$ cat config.mk
export PLATFORM = sky130hd
export DESIGN_NAME = replay_top
export DESIGN_NICKNAME = d
export VERILOG_FILES = /design/src/replay_pkg.sv /design/src/replay_regs.sv /design/src/capture_writer.sv /design/src/beat_store.sv /design/src/replay_reader.sv /design/src/beat_fifo.sv /design/src/replay_top.sv
export SDC_FILE = /design/constraint.sdc
export NUM_CORES = 2
export LEC_CHECK = 0
export BUFFER_PORTS_ARGS = -buffer_cell sky130_fd_sc_hd__buf_2
export CAP_MARGIN = 15
export CELL_PAD_IN_SITES_DETAIL_PLACEMENT = 0
export CELL_PAD_IN_SITES_GLOBAL_PLACEMENT = 2
export CORE_ASPECT_RATIO = 1.25
export CORE_MARGIN = 2
export CORE_UTILIZATION = 38
export DETAILED_ROUTE_END_ITERATION = 10
export GPL_TIMING_DRIVEN = 1
export PLACE_DENSITY = 0.64
export SLEW_MARGIN = 5
export SYNTH_ARGS = -nofsm -noshare
export SYNTH_HDL_FRONTEND = slang
export SYNTH_SLANG_ARGS = --single-unit
$ cat constraint.sdc
create_clock -name clk_i -period 19 [get_ports clk_i]
set_input_delay 0 -clock clk_i [delete_from_list [all_inputs] [get_ports clk_i]]
set_output_delay 0 -clock clk_i [all_outputs]
set_load 0.01 [all_outputs]
$ cat src/replay_pkg.sv
// Record and replay shared definitions
package replay_pkg;

   // Stream widths, scaled down from the capture path
   localparam int DATA_W = 64;
   localparam int KEEP_W = 8;
   localparam int USER_W = 16;

   // Beat memory geometry
   localparam int MEM_DEPTH = 32;
   localparam int ADDR_W = 5;

   // Output FIFO sizing
   localparam int FIFO_DEPTH = 8;
   localparam int FIFO_PTR_W = 3;
   // One issued read plus one read still in the memory pipeline
   localparam int FIFO_MARGIN = 2;

   // Memory word layout matches the stream payload, tdata in the low bits
   typedef struct packed {
      logic              tlast;
      logic [USER_W-1:0] tuser;
      logic [KEEP_W-1:0] tkeep;
      logic [DATA_W-1:0] tdata;
   } beat_t;

   typedef logic [ADDR_W-1:0] beat_addr_t;
   typedef logic [ADDR_W:0] beat_count_t;
   typedef logic [15:0] replay_count_t;
   typedef logic [FIFO_PTR_W-1:0] fifo_ptr_t;
   typedef logic [FIFO_PTR_W:0] fifo_count_t;

   typedef logic [1:0] reg_addr_t;
   typedef logic [31:0] reg_data_t;

   localparam reg_addr_t REG_CTRL = 2'd0;
   localparam reg_addr_t REG_REPLAY_COUNT = 2'd1;
   localparam reg_addr_t REG_STORED = 2'd2;
   localparam reg_addr_t REG_STATUS = 2'd3;

   // Control register bit positions
   localparam int CTRL_SW_RST_BIT = 0;
   localparam int CTRL_START_BIT = 1;
   localparam int CTRL_WR_DONE_BIT = 2;

   typedef enum logic [1:0] {
      READ_IDLE,
      READ_RUN,
      READ_DRAIN
   } reader_state_t;

endpackage

$ cat src/replay_regs.sv
// Replay control and status registers
`timescale 1ns/1ps

module replay_regs (
   input  logic                      clk_i,
   input  logic                      rst_n_i,
   input  logic                      reg_wr_i,
   input  logic                      reg_rd_i,
   input  replay_pkg::reg_addr_t     reg_addr_i,
   input  replay_pkg::reg_data_t     reg_wdata_i,
   output replay_pkg::reg_data_t     reg_rdata_o,
   input  replay_pkg::beat_count_t   stored_count_i,
   input  logic                      busy_i,
   input  replay_pkg::replay_count_t replays_done_i,
   output logic                      sw_rst_o,
   output logic                      start_o,
   output logic                      wr_done_o,
   output replay_pkg::replay_count_t replay_count_o
);

   replay_pkg::reg_data_t rd_sel;

   // Read mux, sampled into reg_rdata_o on a read strobe
   always_comb begin
      rd_sel = '0;
      case (reg_addr_i)
         replay_pkg::REG_CTRL: rd_sel[replay_pkg::CTRL_WR_DONE_BIT] = wr_done_o;
         replay_pkg::REG_REPLAY_COUNT: rd_sel[15:0] = replay_count_o;
         replay_pkg::REG_STORED: rd_sel[replay_pkg::ADDR_W:0] = stored_count_i;
         replay_pkg::REG_STATUS: begin
            rd_sel[16] = busy_i;
            rd_sel[15:0] = replays_done_i;
         end
         default: rd_sel = '0;
      endcase
   end

   always_ff @(posedge clk_i or negedge rst_n_i) begin
      if (!rst_n_i) begin
         sw_rst_o <= 1'b0;
         start_o <= 1'b0;
         wr_done_o <= 1'b0;
         replay_count_o <= '0;
         reg_rdata_o <= '0;
      end else begin
         // Pulses last a single cycle
         sw_rst_o <= 1'b0;
         start_o <= 1'b0;
         if (reg_wr_i) begin
            case (reg_addr_i)
               replay_pkg::REG_CTRL: begin
                  sw_rst_o <= reg_wdata_i[replay_pkg::CTRL_SW_RST_BIT];
                  start_o <= reg_wdata_i[replay_pkg::CTRL_START_BIT];
                  wr_done_o <= reg_wdata_i[replay_pkg::CTRL_WR_DONE_BIT];
               end
               replay_pkg::REG_REPLAY_COUNT: replay_count_o <= reg_wdata_i[15:0];
               default: ;
            endcase
         end
         // Holds until the next read
         if (reg_rd_i) begin
            reg_rdata_o <= rd_sel;
         end
      end
   end

endmodule

$ cat src/capture_writer.sv
// Input beat capture
`timescale 1ns/1ps

module capture_writer (
   input  logic                    clk_i,
   input  logic                    rst_n_i,
   input  logic                    sw_rst_i,
   input  logic                    wr_done_i,
   input  logic                    busy_i,
   input  replay_pkg::beat_t       s_beat_i,
   input  logic                    s_valid_i,
   output logic                    s_ready_o,
   output logic                    wr_en_o,
   output replay_pkg::beat_addr_t  wr_addr_o,
   output replay_pkg::beat_t       wr_beat_o,
   output replay_pkg::beat_count_t stored_count_o
);

   logic store_full;
   logic accept;

   assign store_full = (stored_count_o == replay_pkg::beat_count_t'(replay_pkg::MEM_DEPTH));

   // Capture is closed once wr_done is set, the store fills or a replay runs
   assign s_ready_o = !wr_done_i && !busy_i && !store_full;
   assign accept = s_valid_i && s_ready_o;

   // The stored count doubles as the next free slot
   assign wr_en_o = accept;
   assign wr_addr_o = stored_count_o[replay_pkg::ADDR_W-1:0];
   assign wr_beat_o = s_beat_i;

   always_ff @(posedge clk_i or negedge rst_n_i) begin
      if (!rst_n_i) begin
         stored_count_o <= '0;
      end else if (sw_rst_i) begin
         stored_count_o <= '0;
      end else if (accept) begin
         stored_count_o <= stored_count_o + 1'b1;
      end
   end

endmodule

$ cat src/beat_store.sv
// On-chip beat memory
`timescale 1ns/1ps

module beat_store (
   input  logic                   clk_i,
   input  logic                   rst_n_i,
   input  logic                   sw_rst_i,
   input  logic                   wr_en_i,
   input  replay_pkg::beat_addr_t wr_addr_i,
   input  replay_pkg::beat_t      wr_beat_i,
   input  logic                   rd_en_i,
   input  replay_pkg::beat_addr_t rd_addr_i,
   output replay_pkg::beat_t      rd_beat_o,
   output logic                   rd_valid_o
);

   replay_pkg::beat_t mem [0:replay_pkg::MEM_DEPTH-1];

   // One write port, one registered read port
   always_ff @(posedge clk_i) begin
      if (wr_en_i) begin
         mem[wr_addr_i] <= wr_beat_i;
      end
      if (rd_en_i) begin
         rd_beat_o <= mem[rd_addr_i];
      end
   end

   // Valid follows the read enable by one cycle
   always_ff @(posedge clk_i or negedge rst_n_i) begin
      if (!rst_n_i) begin
         rd_valid_o <= 1'b0;
      end else if (sw_rst_i) begin
         rd_valid_o <= 1'b0;
      end else begin
         rd_valid_o <= rd_en_i;
      end
   end

endmodule

$ cat src/replay_reader.sv
// Replay read sequencer
`timescale 1ns/1ps

module replay_reader (
   input  logic                      clk_i,
   input  logic                      rst_n_i,
   input  logic                      sw_rst_i,
   input  logic                      start_i,
   input  logic                      wr_done_i,
   input  replay_pkg::replay_count_t replay_count_i,
   input  replay_pkg::beat_count_t   stored_count_i,
   input  logic                      nearly_full_i,
   output logic                      rd_en_o,
   output replay_pkg::beat_addr_t    rd_addr_o,
   output logic                      busy_o,
   output replay_pkg::replay_count_t replays_done_o
);

   replay_pkg::reader_state_t state;
   replay_pkg::beat_count_t   last_idx;
   replay_pkg::replay_count_t passes_next;
   logic                      start_ok;
   logic                      pass_end;

   // Start needs a closed capture, something stored and a nonzero count
   assign start_ok = start_i && wr_done_i && (stored_count_i != '0) && (replay_count_i != '0);

   assign last_idx = stored_count_i - 1'b1;
   assign pass_end = (rd_addr_o == last_idx[replay_pkg::ADDR_W-1:0]);
   assign passes_next = replays_done_o + 1'b1;

   // Reads pause while the FIFO has no room for the pipeline
   assign rd_en_o = (state == replay_pkg::READ_RUN) && !nearly_full_i;
   assign busy_o = (state != replay_pkg::READ_IDLE);

   always_ff @(posedge clk_i or negedge rst_n_i) begin
      if (!rst_n_i) begin
         state <= replay_pkg::READ_IDLE;
         rd_addr_o <= '0;
         replays_done_o <= '0;
      end else if (sw_rst_i) begin
         state <= replay_pkg::READ_IDLE;
         rd_addr_o <= '0;
         replays_done_o <= '0;
      end else begin
         case (state)
            replay_pkg::READ_IDLE: begin
               if (start_ok) begin
                  state <= replay_pkg::READ_RUN;
                  rd_addr_o <= '0;
                  replays_done_o <= '0;
               end
            end
            replay_pkg::READ_RUN: begin
               if (rd_en_o) begin
                  if (pass_end) begin
                     // Wrap to the first beat for the next pass
                     rd_addr_o <= '0;
                     replays_done_o <= passes_next;
                     if (passes_next >= replay_count_i) begin
                        state <= replay_pkg::READ_DRAIN;
                     end
                  end else begin
                     rd_addr_o <= rd_addr_o + 1'b1;
                  end
               end
            end
            // Last read is still in the memory pipeline
            replay_pkg::READ_DRAIN: state <= replay_pkg::READ_IDLE;
            default: state <= replay_pkg::READ_IDLE;
         endcase
      end
   end

endmodule

$ cat src/beat_fifo.sv
// Fall-through output FIFO
`timescale 1ns/1ps

module beat_fifo (
   input  logic              clk_i,
   input  logic              rst_n_i,
   input  logic              sw_rst_i,
   input  logic              wr_en_i,
   input  replay_pkg::beat_t wr_beat_i,
   output logic              nearly_full_o,
   output replay_pkg::beat_t m_beat_o,
   output logic              m_valid_o,
   input  logic              m_ready_i
);

   replay_pkg::beat_t       mem [0:replay_pkg::FIFO_DEPTH-1];
   replay_pkg::fifo_ptr_t   wr_ptr;
   replay_pkg::fifo_ptr_t   rd_ptr;
   replay_pkg::fifo_count_t count;
   logic                    full;
   logic                    push;
   logic                    pop;

   assign full = (count == replay_pkg::fifo_count_t'(replay_pkg::FIFO_DEPTH));
   assign nearly_full_o = (count >=
      replay_pkg::fifo_count_t'(replay_pkg::FIFO_DEPTH - replay_pkg::FIFO_MARGIN));

   // Head entry is shown directly on the output stream
   assign m_valid_o = (count != '0);
   assign m_beat_o = mem[rd_ptr];

   assign push = wr_en_i && !full;
   assign pop = m_valid_o && m_ready_i;

   always_ff @(posedge clk_i) begin
      if (push) begin
         mem[wr_ptr] <= wr_beat_i;
      end
   end

   // Pointers wrap naturally since the depth is a power of two
   always_ff @(posedge clk_i or negedge rst_n_i) begin
      if (!rst_n_i) begin
         wr_ptr <= '0;
         rd_ptr <= '0;
         count <= '0;
      end else if (sw_rst_i) begin
         wr_ptr <= '0;
         rd_ptr <= '0;
         count <= '0;
      end else begin
         if (push) begin
            wr_ptr <= wr_ptr + 1'b1;
         end
         if (pop) begin
            rd_ptr <= rd_ptr + 1'b1;
         end
         if (push && !pop) begin
            count <= count + 1'b1;
         end else if (pop && !push) begin
            count <= count - 1'b1;
         end
      end
   end

endmodule

$ cat src/replay_top.sv
// Packet record and replay engine
`timescale 1ns/1ps

module replay_top (
   input  logic                  clk_i,
   input  logic                  rst_n_i,
   input  replay_pkg::beat_t     s_beat_i,
   input  logic                  s_valid_i,
   output logic                  s_ready_o,
   output replay_pkg::beat_t     m_beat_o,
   output logic                  m_valid_o,
   input  logic                  m_ready_i,
   input  logic                  reg_wr_i,
   input  logic                  reg_rd_i,
   input  replay_pkg::reg_addr_t reg_addr_i,
   input  replay_pkg::reg_data_t reg_wdata_i,
   output replay_pkg::reg_data_t reg_rdata_o
);

   logic                      sw_rst;
   logic                      start;
   logic                      wr_done;
   replay_pkg::replay_count_t replay_count;
   replay_pkg::replay_count_t replays_done;
   logic                      busy;
   replay_pkg::beat_count_t   stored_count;

   logic                      wr_en;
   replay_pkg::beat_addr_t    wr_addr;
   replay_pkg::beat_t         wr_beat;
   logic                      rd_en;
   replay_pkg::beat_addr_t    rd_addr;
   replay_pkg::beat_t         rd_beat;
   logic                      rd_valid;
   logic                      nearly_full;

   replay_regs u_regs (
      .clk_i          (clk_i),
      .rst_n_i        (rst_n_i),
      .reg_wr_i       (reg_wr_i),
      .reg_rd_i       (reg_rd_i),
      .reg_addr_i     (reg_addr_i),
      .reg_wdata_i    (reg_wdata_i),
      .reg_rdata_o    (reg_rdata_o),
      .stored_count_i (stored_count),
      .busy_i         (busy),
      .replays_done_i (replays_done),
      .sw_rst_o       (sw_rst),
      .start_o        (start),
      .wr_done_o      (wr_done),
      .replay_count_o (replay_count)
   );

   capture_writer u_writer (
      .clk_i          (clk_i),
      .rst_n_i        (rst_n_i),
      .sw_rst_i       (sw_rst),
      .wr_done_i      (wr_done),
      .busy_i         (busy),
      .s_beat_i       (s_beat_i),
      .s_valid_i      (s_valid_i),
      .s_ready_o      (s_ready_o),
      .wr_en_o        (wr_en),
      .wr_addr_o      (wr_addr),
      .wr_beat_o      (wr_beat),
      .stored_count_o (stored_count)
   );

   // Stands in for the external DDR memory
   beat_store u_store (
      .clk_i      (clk_i),
      .rst_n_i    (rst_n_i),
      .sw_rst_i   (sw_rst),
      .wr_en_i    (wr_en),
      .wr_addr_i  (wr_addr),
      .wr_beat_i  (wr_beat),
      .rd_en_i    (rd_en),
      .rd_addr_i  (rd_addr),
      .rd_beat_o  (rd_beat),
      .rd_valid_o (rd_valid)
   );

   replay_reader u_reader (
      .clk_i          (clk_i),
      .rst_n_i        (rst_n_i),
      .sw_rst_i       (sw_rst),
      .start_i        (start),
      .wr_done_i      (wr_done),
      .replay_count_i (replay_count),
      .stored_count_i (stored_count),
      .nearly_full_i  (nearly_full),
      .rd_en_o        (rd_en),
      .rd_addr_o      (rd_addr),
      .busy_o         (busy),
      .replays_done_o (replays_done)
   );

   beat_fifo u_fifo (
      .clk_i         (clk_i),
      .rst_n_i       (rst_n_i),
      .sw_rst_i      (sw_rst),
      .wr_en_i       (rd_valid),
      .wr_beat_i     (rd_beat),
      .nearly_full_o (nearly_full),
      .m_beat_o      (m_beat_o),
      .m_valid_o     (m_valid_o),
      .m_ready_i     (m_ready_i)
   );

endmodule

# Word level (Yosys, flattened, before mapping)
# Memory sizes are Yosys's and may differ from the RTL's. A register that Yosys moved wholly into a read port is not among the register bits.
# Cells that the tools add are included.
word_totals:
  output_inout_bits: 123
  word_cells: 109
  ram_bits: 3560
  n_memories: 2
  in_bits: 129
  register_bits: 76
mem_list:
  columns: ["memory", "words", "word_bits", "rd", "rd_clocked_by_memory_dff", "wr", "line", "source"]
  rows:
  - ["u_store.mem", 32, 89, 1, 1, 1, "beat_store.sv:17", "replay_pkg::beat_t mem [0:replay_pkg::MEM_DEPTH-1];"]
  - ["u_fifo.mem", 8, 89, 1, 0, 1, "beat_fifo.sv:16", "replay_pkg::beat_t mem [0:replay_pkg::FIFO_DEPTH-1];"]
op_classes:
  n_addsub: 8
  n_reduce_logical: 34
  muxes: 39
  eq_ne: 11
  n_lt_le_gt_ge: 2
op_table:
  columns: ["operator", "n"]
  rows:
  - ["$mux W16", 4]
  - ["$pmux W16 S2", 1]
  - ["$mux W5", 4]
  - ["$pmux W10 S2", 1]
  - ["$add A16 B1 Y16 const B", 1]
  - ["$ge A16 B16 Y1", 1]
  - ["$reduce_bool A16 Y1", 1]
  - ["$mux W3", 4]
  - ["$mux W4", 3]
  - ["$mux W6", 2]
  - ["$logic_and A1 B1 Y1", 11]
  - ["$mux W1", 10]
  - ["$mux W2", 5]
  - ["$pmux W5 S2", 1]
  - ["$pmux W3 S3", 1]
  - ["$reduce_and A4 Y1", 2]
  - ["$reduce_bool A2 Y1", 4]
  - ["$logic_not A1 Y1", 7]
  - ["$add A3 B1 Y3 const B", 2]
  - ["$add A6 B1 Y6 const B", 1]
  - ["$eq A6 B6 Y1 const B", 1]
  - ["$ne A3 B2 Y1 const B", 2]
  - ["$ne A3 B3 Y1 const B", 2]
  - ["$pmux W2 S3", 1]
  - ["other kinds (17)", 22]

# Logic depth before layout (Yosys ltp)
depth:
  word_depth: 8
  depth_mapped: 14

# By module
# A second synthesis with hierarchy kept.
hier_totals:
  hier_cells: 6791
  area_unflattened_um2: 143019.7
by_module_without_submodules:
  columns: ["module", "cells_each", "instances", "area_each_um2"]
  rows:
  - ["beat_store", 5199, 1, 110881.3]
  - ["beat_fifo", 1110, 1, 27441.3]
  - ["replay_reader", 219, 1, 1905.6]
  - ["replay_regs", 130, 1, 1714.1]
  - ["capture_writer", 133, 1, 1077.3]

# Least setup slack after synthesis
# No wires, ideal clock.
synth_timing:
  kind: "register to register"
  start: "reg u_fifo.count[3]"
  end: "reg u_reader.rd_addr_o[4]"
  t_required_ps: 18879
  setup_ps: 121
  t_arrival_ps: 8633
  setup_slack_ps: 10246
  path_stages_with_launch: 7
  period_less_slack_ps: 8754
  cell_sequence: "dfrtp_1 nand2b_1 a211oi_1 nor2_1 o2bb2ai_1 o21bai_1 a22o_1"
synth_between:
  elab_chain_len: 5
synth_lines:
  columns: ["item", "line", "source"]
  rows:
  - ["start, declared", "beat_fifo.sv:19", "replay_pkg::fifo_count_t count;"]
  - ["start signal, assigned", "beat_fifo.sv:59", "count <= count + 1'b1;"]
  - ["start signal, assigned", "beat_fifo.sv:61", "count <= count - 1'b1;"]
  - ["$ge A4 B3 Y1", "beat_fifo.sv:25", "assign nearly_full_o = (count >="]
  - ["$logic_not A1 Y1", "replay_reader.sv:33", "assign rd_en_o = (state == replay_pkg::READ_RUN) && !nearly_full_i;"]
  - ["$logic_and A1 B1 Y1", "replay_reader.sv:33", null]
  - ["named net rd_en", "replay_top.sv:31", "logic rd_en;"]
  - ["$ne A3 B3 Y1 (no source line)", null, null]
  - ["$reduce_and A3 Y1 (no source line)", null, null]
  - ["end signal, assigned", "replay_reader.sv:64", "rd_addr_o <= rd_addr_o + 1'b1;"]
  - ["end, declared", "replay_reader.sv:14", "output replay_pkg::beat_addr_t rd_addr_o,"]
# The timed path passes the listed nets, and every way through them passes these cells.
# A chain may end at the register's enable or synchronous reset.

==> impl_summary.txt <==
----------------------------------------------------
[Outcome]
  Outcome ... finished clean

[STA]
  Post-route worst hold slack ... 0.06026 ns
  Final TNS setup ... 0 ns
  Final Hold Fails ... 0
  Least-Margin Pin Slew ... 1.084 ns
  Time the worst path needs with I/O delays and setup ... 6.300 ns
  Unrepaired setup endpoints after global routing ... no
  Total count of max-transition violations in the final report ... 0
  Final setup violation count ... 0
  Ratio of final minimum period to clock period ... 0.3316
  Clock skew after layout ... 0.05399 ns
  Slew margin rel. ... 0.2771
  Fmax ... 158.7 MHz

[Routing]
  Antenna-violating nets left ... 0
  Number of detailed-route iterations in the first pass ... 5
  Remaining routing DRC violations ... 0
  Wirelength per Cell ... 31.63 microns
  Drt initial violations ... 6,561
  Final Routed Wirelength ... 362.7 mm
  Number of vias after detailed routing ... 63,489
  Via count normalized by instance count ... 5.536

[Place]
  Placer Congestion ... 0.7282
  PortBufs ... 220
  HPWL Detailed ... 189.3 mm

[CTS]
  Clock Latency Late Sink ... 0.92 ns
  Cells resized by post-CTS repair ... 0
  # clock sinks ... 3,725
  Post-CTS Hold Buffers ... 132
  Max Buffers Root-to-Sink ... 4
  Number of levels the H-tree was split into ... 5
  TritonCTS clock tree ... yes
  Clock slew at reported path FFs ... 0.06 ns
  Number of buffers added for setup after CTS ... 0
  TritonCTS buffer count ... 364
  CTS Root Buffer Type ... clkbuf_16

[Global route]
  Remaining global-route overflow ... 0
  Number of antenna violations at the first check in global routing ... 61
  Pin count of the biggest net entering global routing ... 108
  Via count of the first global-routing pass ... 65,989
  First-pass GRT wire length ... 508.6 mm
  Total Routing Usage GR ... 0.1905

[Die]
  Die width ... 549.9 microns
  Placeable core region ... 371,000 sq um
  Std-Cell Rows ... 250
  Initial core utilization ... 0.3815
  Die Footprint ... 377,400 sq um
  Die Ht ... 686.4 microns
  Number of top-level pins ... 252

[Critical path]
  Cell family with the largest share of critical-path delay ... buffers and inverters
  CP Launch Type ... register
  Crit path cell chain ... buf_4 > buf_4 > buf_4 > buf_4 > buf_4 > mux4_2 > mux4_2 > mux2_2
  Worst-path fanout max ... 63
  Critical path's most frequent cell ... buf_4
  Slowest cell on the critical path ... buf_4
  Capturing element type of the critical path ... register
  Number of buffer and inverter instances along the worst setup path ... 5
  Endpoint arrival time on the critical path ... 6.93 ns
  Worst stage delay on the critical path ... 0.90 ns
  Startpoint-to-endpoint class of the critical path ... reg -> reg
  WP data required ... 19.63 ns

[Finish]
  Proportion of layout cells with a drive suffix above 1 ... 0.3351
  Final Net Count ... 6,417
  Growth of design area from synthesis to finish ... 14.32%
  Count of filler cells inserted in the layout ... 31,370

[Logic synthesis]
  Post-Synthesis Cell Area ... 141,500 sq um
  Yosys warning total ... 0
  Sequential element share of the synthesized area ... 0.7876
  Fraction of registers with async set or reset after synthesis ... 0.02040
  Cell count after synthesis ... 5,676
  Average cell area after synthesis ... 24.94 sq um
  Register bit count reported by yosys ... 3,725
  Count of flip-flops with a built-in enable after synthesis ... 3,649
  Distinct cell type count after synthesis ... 59
  Flip-flop cell with the highest count after synthesis ... edfxtp_1

[Job]
  Number of max-capacitance violations reported ... 0

[Power and ir drop]
  Max VDD drop ... 0.1565 mV
  Leak Pwr ... 50.14 nW
  Power density relative to cell area ... 141.6 nW/um^2

[Min path]
  Kind of path behind the tightest hold check ... in -> reg

----------------------------------------------------
## worst register-to-register path: stages (launching register included)
cell and delay [ns]:
dfrtp_4 0.57, buf_4 0.67, buf_4 0.85, buf_4 0.84, buf_4 0.92, buf_4 0.97, mux4_2 0.45, mux4_2 0.48
mux2_2 0.30
## worst paths after layout
path                                        from                     to  slack [ns]  depth (start not counted)
max                        u_reader.rd_addr_o[1]  u_store.rd_beat_o[56]       12.70                          8
min                                    m_ready_i       u_fifo.rd_ptr[1]        0.06                          4
max reg2reg                u_reader.rd_addr_o[1]  u_store.rd_beat_o[56]       12.70                          8
min reg2reg                u_regs.reg_rdata_o[2]  u_regs.reg_rdata_o[2]        0.50                          1
max in group asynchronous                rst_n_i       u_fifo.rd_ptr[2]       18.39                          4
min in group asynchronous                rst_n_i  u_regs.reg_rdata_o[2]        0.24                          4
## cells in the mapped netlist (all sizes together) (3+ instances only)
cell,count,area (sq um)
mux2,198,2230
nor3,6,30.03
a22o,3,26.28
nand2b,9,56.30
or2,4,25.03
nand3b,4,30.03
clkbuf,151,566.8
xor2,15,131.4
inv,34,127.6
a22oi,6,45.04
a21o,7,52.55
and3,7,43.79
a21boi,3,22.52
a32o,3,30.03
a21oi,20,100.1
ha,26,325.3
and2,4,25.02
nor2b,7,43.79
nand2,28,105.1
dfrtp,76,1902
edfxtp,3649,109600
buf,152,783.2
xnor2,13,113.9
o31ai,3,22.52
nor2,69,259.0
nand3,13,65.06
mux4,1069,24080
o2111ai,5,43.79
o22ai,10,62.56
nor4,5,31.28
o21ai,29,145.1
or3,3,18.77
a31oi,3,18.77
nand4,4,25.02
mux2i,13,130.1
## power breakdown
part	switching, mW	internal, mW
registers	0.498	9.79
clock network	3.02	3.96
logic	2.88	2.76
total	6.41	16.5
## logic make-up after synthesis
group | count (synthesis) | share of synthesized area
adder cells (fa/ha/maj) | 27 | 0.002440
flip-flops | 3725 | 0.7876
AO/OA/AOI/OAI | 104 | 0.004994
AND/OR/NAND/NOR | 174 | 0.006046
other | 1 | 0.00002649
buffers and inverters | 337 | 0.01044
multiplexers | 1280 | 0.1868
XOR/XNOR | 28 | 0.001733
## registers in the layout (all words and copies together) (netlist names)
name                     count
u_fifo.count                 4
u_regs.start_o               1
u_store.rd_valid_o           1
u_store.rd_beat_o           89
u_fifo.rd_ptr                3
u_regs.reg_rdata_o          17
u_reader.replays_done_o     16
u_writer.stored_count_o      6
u_reader.state               2
u_regs.sw_rst_o              1
u_fifo.mem                 712
u_reader.rd_addr_o           5
u_regs.replay_count_o       16
u_store.mem               2848
u_regs.wr_done_o             1
u_fifo.wr_ptr                3
## stage by stage
stage | std cells | area, sq um | util | worst slack (ns) | power [mW]
after floorplan | 5690 | 141600 | - | 10.25 | 14.20
after global placement | 10677 | 149100 | 0.4020 | 12.42 | 16.14
after detailed placement | 10677 | 149100 | 0.4020 | 12.43 | 16.20
after CTS | 11458 | 161800 | 0.4361 | 12.40 | 23.22
after global routing | 11462 | 161800 | 0.4361 | 12.04 | 23.80
final | 11468 | 161800 | 0.4362 | 12.70 | 22.91
## final cells by class
| type | count | area (sq um) | share of cell area |
|---|---|---|---|
| flip-flops and latches | 3725 | 111500 | 0.6891 |
| clock buffers | 449 | 9577 | 0.05918 |
| multi-input cells | 1628 | 28950 | 0.1789 |
| clock inverters | 200 | 1748 | 0.01080 |
| diodes | 10 | 25.02 | 0.0001546 |
| inverters | 34 | 135.1 | 0.0008351 |
| repair buffers | 508 | 3726 | 0.02303 |
| well taps | 4914 | 6148 | 0.03800 |
## routing by layer
layer / GRT usage / up-vias / part of all wire
met5: 0 / - / 0.00054
met4: 0.03719 / 34 / 0.017
met3: 0.02809 / 467 / 0.056
met2: 0.3283 / 1877 / 0.51
met1: 0.2582 / 35457 / 0.41
li1: - / 25654 / -
## cells in the final DEF (no fill, tap or decap), types with 11 or more instances in the layout
master	synthesis	routed
o21ai_0	29	29
clkinv_1	0	78
clkinv_2	0	63
conb_1	1	15
inv_1	34	33
mux4_2	1069	1069
clkbuf_16	0	371
dlygate4sd3_1	0	131
inv_6	0	11
edfxtp_1	3649	3649
buf_4	21	148
mux2i_1	13	13
nand3_1	13	13
a21oi_1	20	20
ha_1	26	26
dfrtp_1	76	68
xor2_1	15	15
bufinv_16	0	28
buf_2	77	219
nor2_1	69	32
clkbuf_1	151	78
nand2_1	28	28
mux2_2	198	198
nor2_4	0	37
xnor2_1	13	13
No activity file was read; power rests on OpenSTA's default activity.
